$ cat src/hw/ll_pkg.sv
// Channel widths, strobe and marker locations, register map and reset values for the link layer
package ll_pkg;

  //////////////////////////////////////////////////////////////////////
  // Channel geometry

  localparam int CH_WIDTH       = 80;
  localparam int DATA_WIDTH     = 78;
  localparam int GEN2_DATA_BITS = 74;

  // DBI slot is the top bit of every group
  localparam int DBI_GROUP   = 20;
  localparam int DBI_PRESENT = 1;

  //////////////////////////////////////////////////////////////////////
  // Final strobe and marker locations on the channel word

  localparam int STROBE_GEN2_LOC   = 1;
  localparam int MARKER_GEN2_LOC   = 0;
  localparam int STROBE_GEN1_LOC   = 40;
  localparam int MARKER_GEN1_LOC   = 0;
  localparam int PERSISTENT_STROBE = 1;
  localparam int PERSISTENT_MARKER = 0;
  localparam int TX_REG_PHY        = 1;

  //////////////////////////////////////////////////////////////////////
  // Register map

  localparam int WB_ADDR_W = 4;
  localparam logic [WB_ADDR_W-1:0] REG_CTRL   = 4'h0;
  localparam logic [WB_ADDR_W-1:0] REG_STATUS = 4'h1;

  localparam int CTRL_W          = 4;
  localparam int CTRL_GEN2_BIT   = 0;
  localparam int CTRL_ONLINE_BIT = 1;
  localparam int CTRL_STB_BIT    = 2;
  localparam int CTRL_MRK_BIT    = 3;
  localparam int STAT_STB_BIT    = 0;
  localparam int STAT_MRK_BIT    = 1;

  // Gen1 and offline out of reset
  localparam logic [31:0] CTRL_RESET = 32'h0000_0000;

endpackage

$ cat src/hw/ll_ctrl_regs.sv
// Wishbone classic slave with the channel control register and the receive status register
`timescale 1ns/1ps

module ll_ctrl_regs (
  input  logic                         clk_wr,
  input  logic                         rst_n,
  input  logic                         wb_cyc,
  input  logic                         wb_stb,
  input  logic                         wb_we,
  input  logic [ll_pkg::WB_ADDR_W-1:0] wb_adr,
  input  logic [31:0]                  wb_dat_w,
  output logic [31:0]                  wb_dat_r,
  output logic                         wb_ack,
  input  logic                         rx_stb,
  input  logic                         rx_mrk,
  output logic                         gen2_mode,
  output logic                         online,
  output logic                         stb_userbit,
  output logic                         mrk_userbit
);

  logic                      req;
  logic [ll_pkg::CTRL_W-1:0] ctrl_q;
  logic [31:0]               rd_nxt;

  // A new request is only taken while no ack is pending
  assign req = wb_cyc && wb_stb && !wb_ack;

  always_comb begin
    rd_nxt = '0;
    case (wb_adr)
      ll_pkg::REG_CTRL: rd_nxt[ll_pkg::CTRL_W-1:0] = ctrl_q;
      ll_pkg::REG_STATUS: begin
        rd_nxt[ll_pkg::STAT_STB_BIT] = rx_stb;
        rd_nxt[ll_pkg::STAT_MRK_BIT] = rx_mrk;
      end
      default: rd_nxt = '0;
    endcase
  end

  always_ff @(posedge clk_wr) begin
    if (!rst_n) begin
      wb_ack <= 1'b0;
      ctrl_q <= ll_pkg::CTRL_RESET[ll_pkg::CTRL_W-1:0];
    end else begin
      wb_ack <= req;
      // Status and unmapped writes are acked and dropped
      if (req && wb_we && (wb_adr == ll_pkg::REG_CTRL)) begin
        ctrl_q <= wb_dat_w[ll_pkg::CTRL_W-1:0];
      end
    end
  end

  // Read data is sampled with the request and held through the ack cycle
  always_ff @(posedge clk_wr) begin
    if (req) begin
      wb_dat_r <= rd_nxt;
    end
  end

  assign gen2_mode   = ctrl_q[ll_pkg::CTRL_GEN2_BIT];
  assign online      = ctrl_q[ll_pkg::CTRL_ONLINE_BIT];
  assign stb_userbit = ctrl_q[ll_pkg::CTRL_STB_BIT];
  assign mrk_userbit = ctrl_q[ll_pkg::CTRL_MRK_BIT];

endmodule

$ cat config.mk
export PLATFORM = sky130hd
export DESIGN_NAME = ll_ctrl_regs
export DESIGN_NICKNAME = d
export VERILOG_FILES = /design/src/hw/ll_pkg.sv /design/src/hw/ll_ctrl_regs.sv
export SDC_FILE = /design/constraint.sdc
export NUM_CORES = 1
export LEC_CHECK = 0
export ABC_AREA = 1
export BUFFER_PORTS_ARGS = -buffer_cell sky130_fd_sc_hd__buf_2
export CAP_MARGIN = 20
export CELL_PAD_IN_SITES_DETAIL_PLACEMENT = 0
export CELL_PAD_IN_SITES_GLOBAL_PLACEMENT = 2
export CORE_AREA = 2 2 70 72
export CTS_CLUSTER_DIAMETER = 80
export DETAILED_ROUTE_END_ITERATION = 8
export DIE_AREA = 0 0 72 74
export PLACE_DENSITY = 0.92
export SLEW_MARGIN = 30
export SYNTH_ARGS = -nofsm -noshare
export SYNTH_HDL_FRONTEND = slang
export SYNTH_SLANG_ARGS = --single-unit
$ cat constraint.sdc
create_clock -name clk_wr -period 3.12 [get_ports clk_wr]
set_clock_uncertainty 0.2 [all_clocks]
set_input_delay 0.936 -clock clk_wr [delete_from_list [all_inputs] [get_ports clk_wr]]
set_output_delay 0.936 -clock clk_wr [all_outputs]
set_load 0.01 [all_outputs]
==> results.sh, run 1 <==
export IMPL_yosysSeqAreaShare=0.335
export IMPL_instances_no_fill=167
export IMPL_comb_power_share=0.143
export IMPL_crit_family="flip-flops"
export IMPL_postCtsSetupRepairBufs=0
export IMPL_antenna_cells_inserted=0
export IMPL_cts_sinks=9
export IMPL_gp_congestion=0.695
export IMPL_grt_pass1_vias=428
export IMPL_power_share_sequential=0.422
export IMPL_fin_crit_sh=0.598
export IMPL_fin_tns_setup_ps=0
export IMPL_rows=25
export IMPL_area_growth_synth_to_final_pct=18.1
export IMPL_fin_nets=157
export IMPL_grt_pass1_wl_um=1770
export IMPL_drc=0
export IMPL_critical_path_max_fanout=3
export IMPL_finalPower_uw=300
export IMPL_clk_path_buf_depth=2
export IMPL_wl_per_cell_um=7.58
export IMPL_finalMaxSlewViolations=0
export IMPL_syn_mean_instance_area_um2=7.56
export IMPL_clkPwrFrac=0.436
export IMPL_num_vias=481
export IMPL_clockRootBuffer="clkbuf_8"
export IMPL_path_buf_inv=1
export IMPL_io_buffer_count=23
export IMPL_drt_initial_drc_count=12
export IMPL_yosysTopAreaCell="buf_4"
export IMPL_startpoint_type="register"
export IMPL_layout_min_cycle_time_ps=1870
export IMPL_die_y_um=74
export IMPL_cts_htree_levels=1
export IMPL_ant_nets=0
export IMPL_totalWireLength_um=1270
export IMPL_die_w_um=72
export IMPL_cts_resized=0
export IMPL_rsz0062_at_grt="false"
export IMPL_reg2reg_from="wb_ack"
export IMPL_outcome="finished clean"
export IMPL_cp_cell_sequence="buf_2"
export IMPL_crit_path_start="ctrl_q[1]"
export IMPL_grt_start_max_net_pins=7
export IMPL_initial_core_util=0.143
export IMPL_hold_depth=2
export IMPL_syn_area_um2=658
export IMPL_hold_violations=0
export IMPL_tritoncts_num_buffers=3
export IMPL_cp_slowest_cell="dfxtp_1"
export IMPL_p_switching_uw=73.5
export IMPL_dp_cells=163
export IMPL_ys_ff_latch=9
export IMPL_max_stage_delay_ps=360
export IMPL_grt_ovfl_total=0
export IMPL_power_switching_share=0.245
export IMPL_synthTopCellsByArea="buf_4 32%, edfxtp_1 18%, dfxtp_1 15%"
export IMPL_yosysTopAreaCellShare=0.319
export IMPL_cp_depth=1
export IMPL_ys_warn_count=0
export IMPL_nFillCells=531
export IMPL_r2r_slack_ps=1940
export IMPL_p_leak_uw=0.000421
export IMPL_io_pin_count=80
export IMPL_setup_viol_count_final=0
export IMPL_clkTransAtPathRegs_ps=40
export IMPL_dp_hpwl_um=1150
export IMPL_holdWs_ps=302
export IMPL_die_area_um2=5330
export IMPL_synthMuxAreaShare=0
export IMPL_power_density_nw_per_um2=386
export IMPL_fmax_mhz=536
export IMPL_grt_use_total=0.0450
export IMPL_cts_tree="built"
export IMPL_hold_buffers=0
export IMPL_r2r_end="wb_dat_r[2]"
export IMPL_vdd_ir_drop_max_mv=0.0857
export IMPL_reg2reg_depth=3
export IMPL_internal_power_uw=226
export IMPL_synth_top_family_by_area="buffers and inverters"
export IMPL_end_kind="primary output"
export IMPL_synth_simple_area_share=0.234
export IMPL_synth_cells=87
export IMPL_grt_antenna_before_repair=0
export IMPL_first_pass_iters=3
export IMPL_synthXorXnorAreaFrac=0
export IMPL_cp_arrival_ps=730
export IMPL_yosys_cell_types_count=14
export IMPL_clock_latency_ps=230
export IMPL_postLayoutCoreUtil=0.169
export IMPL_endpoint="online"
export IMPL_cap_violations=0
export IMPL_required_ps=1980
export IMPL_core_area_um2=4600
export IMPL_min_path_type="register to register"
export IMPL_synthAdderAreaFrac=0
export IMPL_final_layout_size_suffix_gt1_frac=0.301
export IMPL_synth_compound_area_share=0.0152
export IMPL_via_per_inst=2.88
export IMPL_critical_path_class="register to primary output"
layout by cell type, fill, tap and decap left out:
cell	count
buf_2	23
clkbuf_1	1
clkbuf_8	3
conb_1	28
dfxtp_1	5
edfxtp_1	4
inv_1	14
inv_2	2
nand2_1	8
nand3_1	6
nand3_2	1
nand4_2	1
nor2_1	11
nor2_2	3
nor2_4	1
o21ai_1	2
worst reg2reg max path, cell delays in order, from the launching register on:
cell and delay (ps):
dfxtp_1 310, inv_1 80, nand3_1 120, inv_1 180
cell usage after synthesis (all sizes together):
library cell / instances
edfxtp: 4
inv: 16
nand4: 1
o21ai: 2
buf: 28
nand2: 8
nand3: 7
conb: 1
nor2: 15
dfxtp: 5
metal layers:
layer,global-route usage,vias to the layer above,routed length (µm)
met5,0,-,0
met4,0.0252,0,0
met3,0.0312,0,202
met2,0.0710,30,588
met1,0.0444,197,474
li1,-,254,-
worst min path at each step:
stage	slack, ps	end	startpoint
2_1_floorplan	320	ctrl_q[2]	ctrl_q[2]
3_3_place_gp	300	ctrl_q[3]	ctrl_q[3]
3_5_place_dp	300	ctrl_q[2]	ctrl_q[2]
4_1_cts	310	ctrl_q[2]	ctrl_q[2]
5_1_grt	330	ctrl_q[3]	ctrl_q[3]
6_report	300	ctrl_q[2]	ctrl_q[2]
kinds of logic (layout without fill, tap and decap cells):
logic type,Yosys count,after routing
compound gates,2,2
buf+inv,44,43
flops,9,9
other cells,1,28
simple gates,31,31
state kept, by name, indices dropped and copies added, names as in the netlist:
register	count
ctrl_q	4
wb_dat_r	4
wb_ack	1
final cells by class:
| cell class | count | area (µm²) | area share |
|---|---|---|---|
| flip-flops and latches | 9 | 220 | 0.283 |
| clock buffers | 4 | 45.0 | 0.0580 |
| repair buffers | 23 | 115 | 0.148 |
| inverters | 16 | 60.1 | 0.0773 |
| well taps | 54 | 67.6 | 0.0870 |
| multi-input cells | 61 | 269 | 0.346 |
power by group through the flow:
stage	combinational, µW	sequential [µW]	clock [µW]
global placement	42.0	128	0
CTS	42.8	126	135
finish	42.7	126	131
global route	48.9	126	139
detailed placement	42.7	128	0
floorplan	52.7	129	0
through the flow:
step                cell area (µm²)  setup slack, ps
floorplan                       759             1430
global placement                732             1230
detailed placement              732             1210
CTS                             777             1240
global route                    777             1230
finish                          777             1250
Power figures use the tool's default switching activity.
==> run 2, diff against run 1 <==
--- a/config.mk
+++ b/config.mk
@@ -10,11 +10,11 @@
 export CAP_MARGIN = 20
 export CELL_PAD_IN_SITES_DETAIL_PLACEMENT = 0
 export CELL_PAD_IN_SITES_GLOBAL_PLACEMENT = 2
-export CORE_AREA = 2 2 70 72
+export CORE_AREA = 2 2 72 74
 export CTS_CLUSTER_DIAMETER = 80
 export DETAILED_ROUTE_END_ITERATION = 8
-export DIE_AREA = 0 0 72 74
-export PLACE_DENSITY = 0.92
+export DIE_AREA = 0 0 74 76
+export PLACE_DENSITY = 0.88
 export SLEW_MARGIN = 30
 export SYNTH_ARGS = -nofsm -noshare
 export SYNTH_HDL_FRONTEND = slang
==> constraint.sdc (replaced) <==
create_clock -name clk_wr -period 1.95 [get_ports clk_wr]
set_clock_uncertainty 0.2 [all_clocks]
set_input_delay 0.585 -clock clk_wr [delete_from_list [all_inputs] [get_ports clk_wr]]
set_output_delay 0.585 -clock clk_wr [all_outputs]
set_load 0.01 [all_outputs]
==> run 2 against run 1 <==
Compared with the run above: critical path depth is the same; via count up 1.9%; total power is 60% higher; register-to-register slack got worse by 1200 ps; worst setup slack lost 810 ps; sequential power is 60% higher; clock power up 60%; die area grew 5.6%; non-clock buffer count unchanged; critical endpoint unchanged; largest cell class unchanged; largest power group unchanged.
==> results.sh, run 2 (synthesized netlist as in run 1, its figures left out) <==
export IMPL_outcome="finished clean"
export IMPL_grt_ovfl_total=0
export IMPL_cts_sinks=9
export IMPL_reg2reg_from="wb_ack"
export IMPL_holdPathEnd="ctrl_q[3]"
export IMPL_fin_crit_sh=0.775
export IMPL_end_kind="primary output"
export IMPL_crit_family="flip-flops"
export IMPL_hold_buffers=0
export IMPL_layout_min_cycle_time_ps=1510
export IMPL_grt_use_total=0.0394
export IMPL_fin_tns_setup_ps=0
export IMPL_fin_area_um2=797
export IMPL_max_stage_delay_ps=350
export IMPL_postLayoutCoreUtil=0.162
export IMPL_setup_viol_count_final=0
export IMPL_grt_antenna_before_repair=0
export IMPL_hp_start="ctrl_q[3]"
export IMPL_fmax_mhz=662
export IMPL_seqCellArea_um2=220
export IMPL_initial_core_util=0.134
export IMPL_drc=0
export IMPL_reg_largest_list="ctrl_q x4, wb_dat_r x4, wb_ack x1"
export IMPL_clkTransAtPathRegs_ps=40
export IMPL_internal_power_uw=362
export IMPL_num_vias=490
export IMPL_tritoncts_num_buffers=3
export IMPL_first_pass_iters=4
export IMPL_clock_latency_ps=230
export IMPL_area_growth_synth_to_final_pct=21.1
export IMPL_grt_pass1_vias=403
export IMPL_die_w_um=74
export IMPL_clkPwrFrac=0.436
export IMPL_startpoint_type="register"
export IMPL_grt_start_max_net_pins=7
export IMPL_die_area_um2=5620
export IMPL_p_switching_uw=118
export IMPL_cts_resized=0
export IMPL_gp_congestion=0.677
export IMPL_placedInstanceArea_um2=752
export IMPL_power_density_nw_per_um2=602
export IMPL_path_buf_inv=1
export IMPL_fin_nets=157
export IMPL_r2r_end="ctrl_q[1]"
export IMPL_clockRootBuffer="clkbuf_8"
export IMPL_dp_hpwl_um=1100
export IMPL_final_cell_mix="28 x conb_1, 23 x buf_2, 14 x inv_1"
export IMPL_cp_slowest_cell="dfxtp_1"
export IMPL_p_leak_uw=0.000421
export IMPL_drt_initial_drc_count=20
export IMPL_required_ps=1160
export IMPL_nFillCells=578
export IMPL_min_path_type="register to register"
export IMPL_critical_path_class="register to primary output"
export IMPL_io_pin_count=80
export IMPL_comb_power_share=0.143
export IMPL_vdd_ir_drop_max_mv=0.150
export IMPL_antenna_cells_inserted=0
export IMPL_critical_path_max_fanout=3
export IMPL_final_common_cell="conb_1"
export IMPL_io_buffer_count=23
export IMPL_rsz0062_at_grt="false"
export IMPL_r2r_slack_ps=780
export IMPL_cp_cell_sequence="buf_2"
export IMPL_reg2reg_depth=6
export IMPL_finalMaxSlewViolations=0
export IMPL_via_per_inst=2.68
export IMPL_cts_htree_levels=1
export IMPL_cap_violations=0
export IMPL_core_area_um2=4910
export IMPL_hold_depth=2
export IMPL_power_share_sequential=0.421
export IMPL_rows=26
export IMPL_multi_input_area_um2=269
export IMPL_clk_path_buf_depth=2
export IMPL_power_switching_share=0.246
export IMPL_grt_pass1_wl_um=1680
export IMPL_ant_nets=0
export IMPL_totalWireLength_um=1220
export IMPL_die_y_um=76
export IMPL_cts_tree="built"
export IMPL_final_layout_size_suffix_gt1_frac=0.301
export IMPL_setup_ws_ps=439
export IMPL_hold_violations=0
export IMPL_holdWs_ps=307
export IMPL_pre_cts_ws_ps=386
export IMPL_postCtsSetupRepairBufs=0
export IMPL_wl_per_cell_um=6.67
export IMPL_cp_arrival_ps=730
==> run 2: stage by stage <==
stage | total power, µW | std cells
finish | 480 | 183
global placement | 273 | 179
CTS | 488 | 183
detailed placement | 274 | 179
floorplan | 291 | 114
global route | 508 | 183
==> run 2: metal layers <==
layer | part of all wire | GRT usage | up-vias | wire length, µm
li1 | - | - | 257 | -
met1 | 0.36 | 0.0389 | 197 | 436
met2 | 0.42 | 0.0563 | 34 | 514
met3 | 0.20 | 0.0251 | 2 | 242
met4 | 0.022 | 0.0327 | 0 | 27
met5 | 0 | 0 | - | 0
==> run 2: worst max-delay path by stage <==
stage	start	endpoint	depth (start not counted)
floorplan	wb_adr[2]	ctrl_q[0]	6
global placement	wb_adr[2]	ctrl_q[3]	7
detailed placement	wb_adr[2]	ctrl_q[3]	7
CTS	wb_dat_r[3]	wb_dat_r[3]	1
global route	ctrl_q[1]	online	1
finish	ctrl_q[1]	online	1
==> run 2: layout make-up <==
cell class | instances | area share
inverter | 16 | 0.0754
clock buffer | 4 | 0.0565
sequential | 9 | 0.276
tap | 70 | 0.110
multi-input combinational | 61 | 0.338
timing repair buffer | 23 | 0.144
==> run 2: power by group through the flow <==
stage / clock network, µW / registers, µW / logic [µW]
global route: 228 / 202 / 77.6
floorplan: 0 / 207 / 84.3
global placement: 0 / 205 / 67.5
finish: 209 / 202 / 68.8
detailed placement: 0 / 205 / 68.6
CTS: 217 / 202 / 68.7
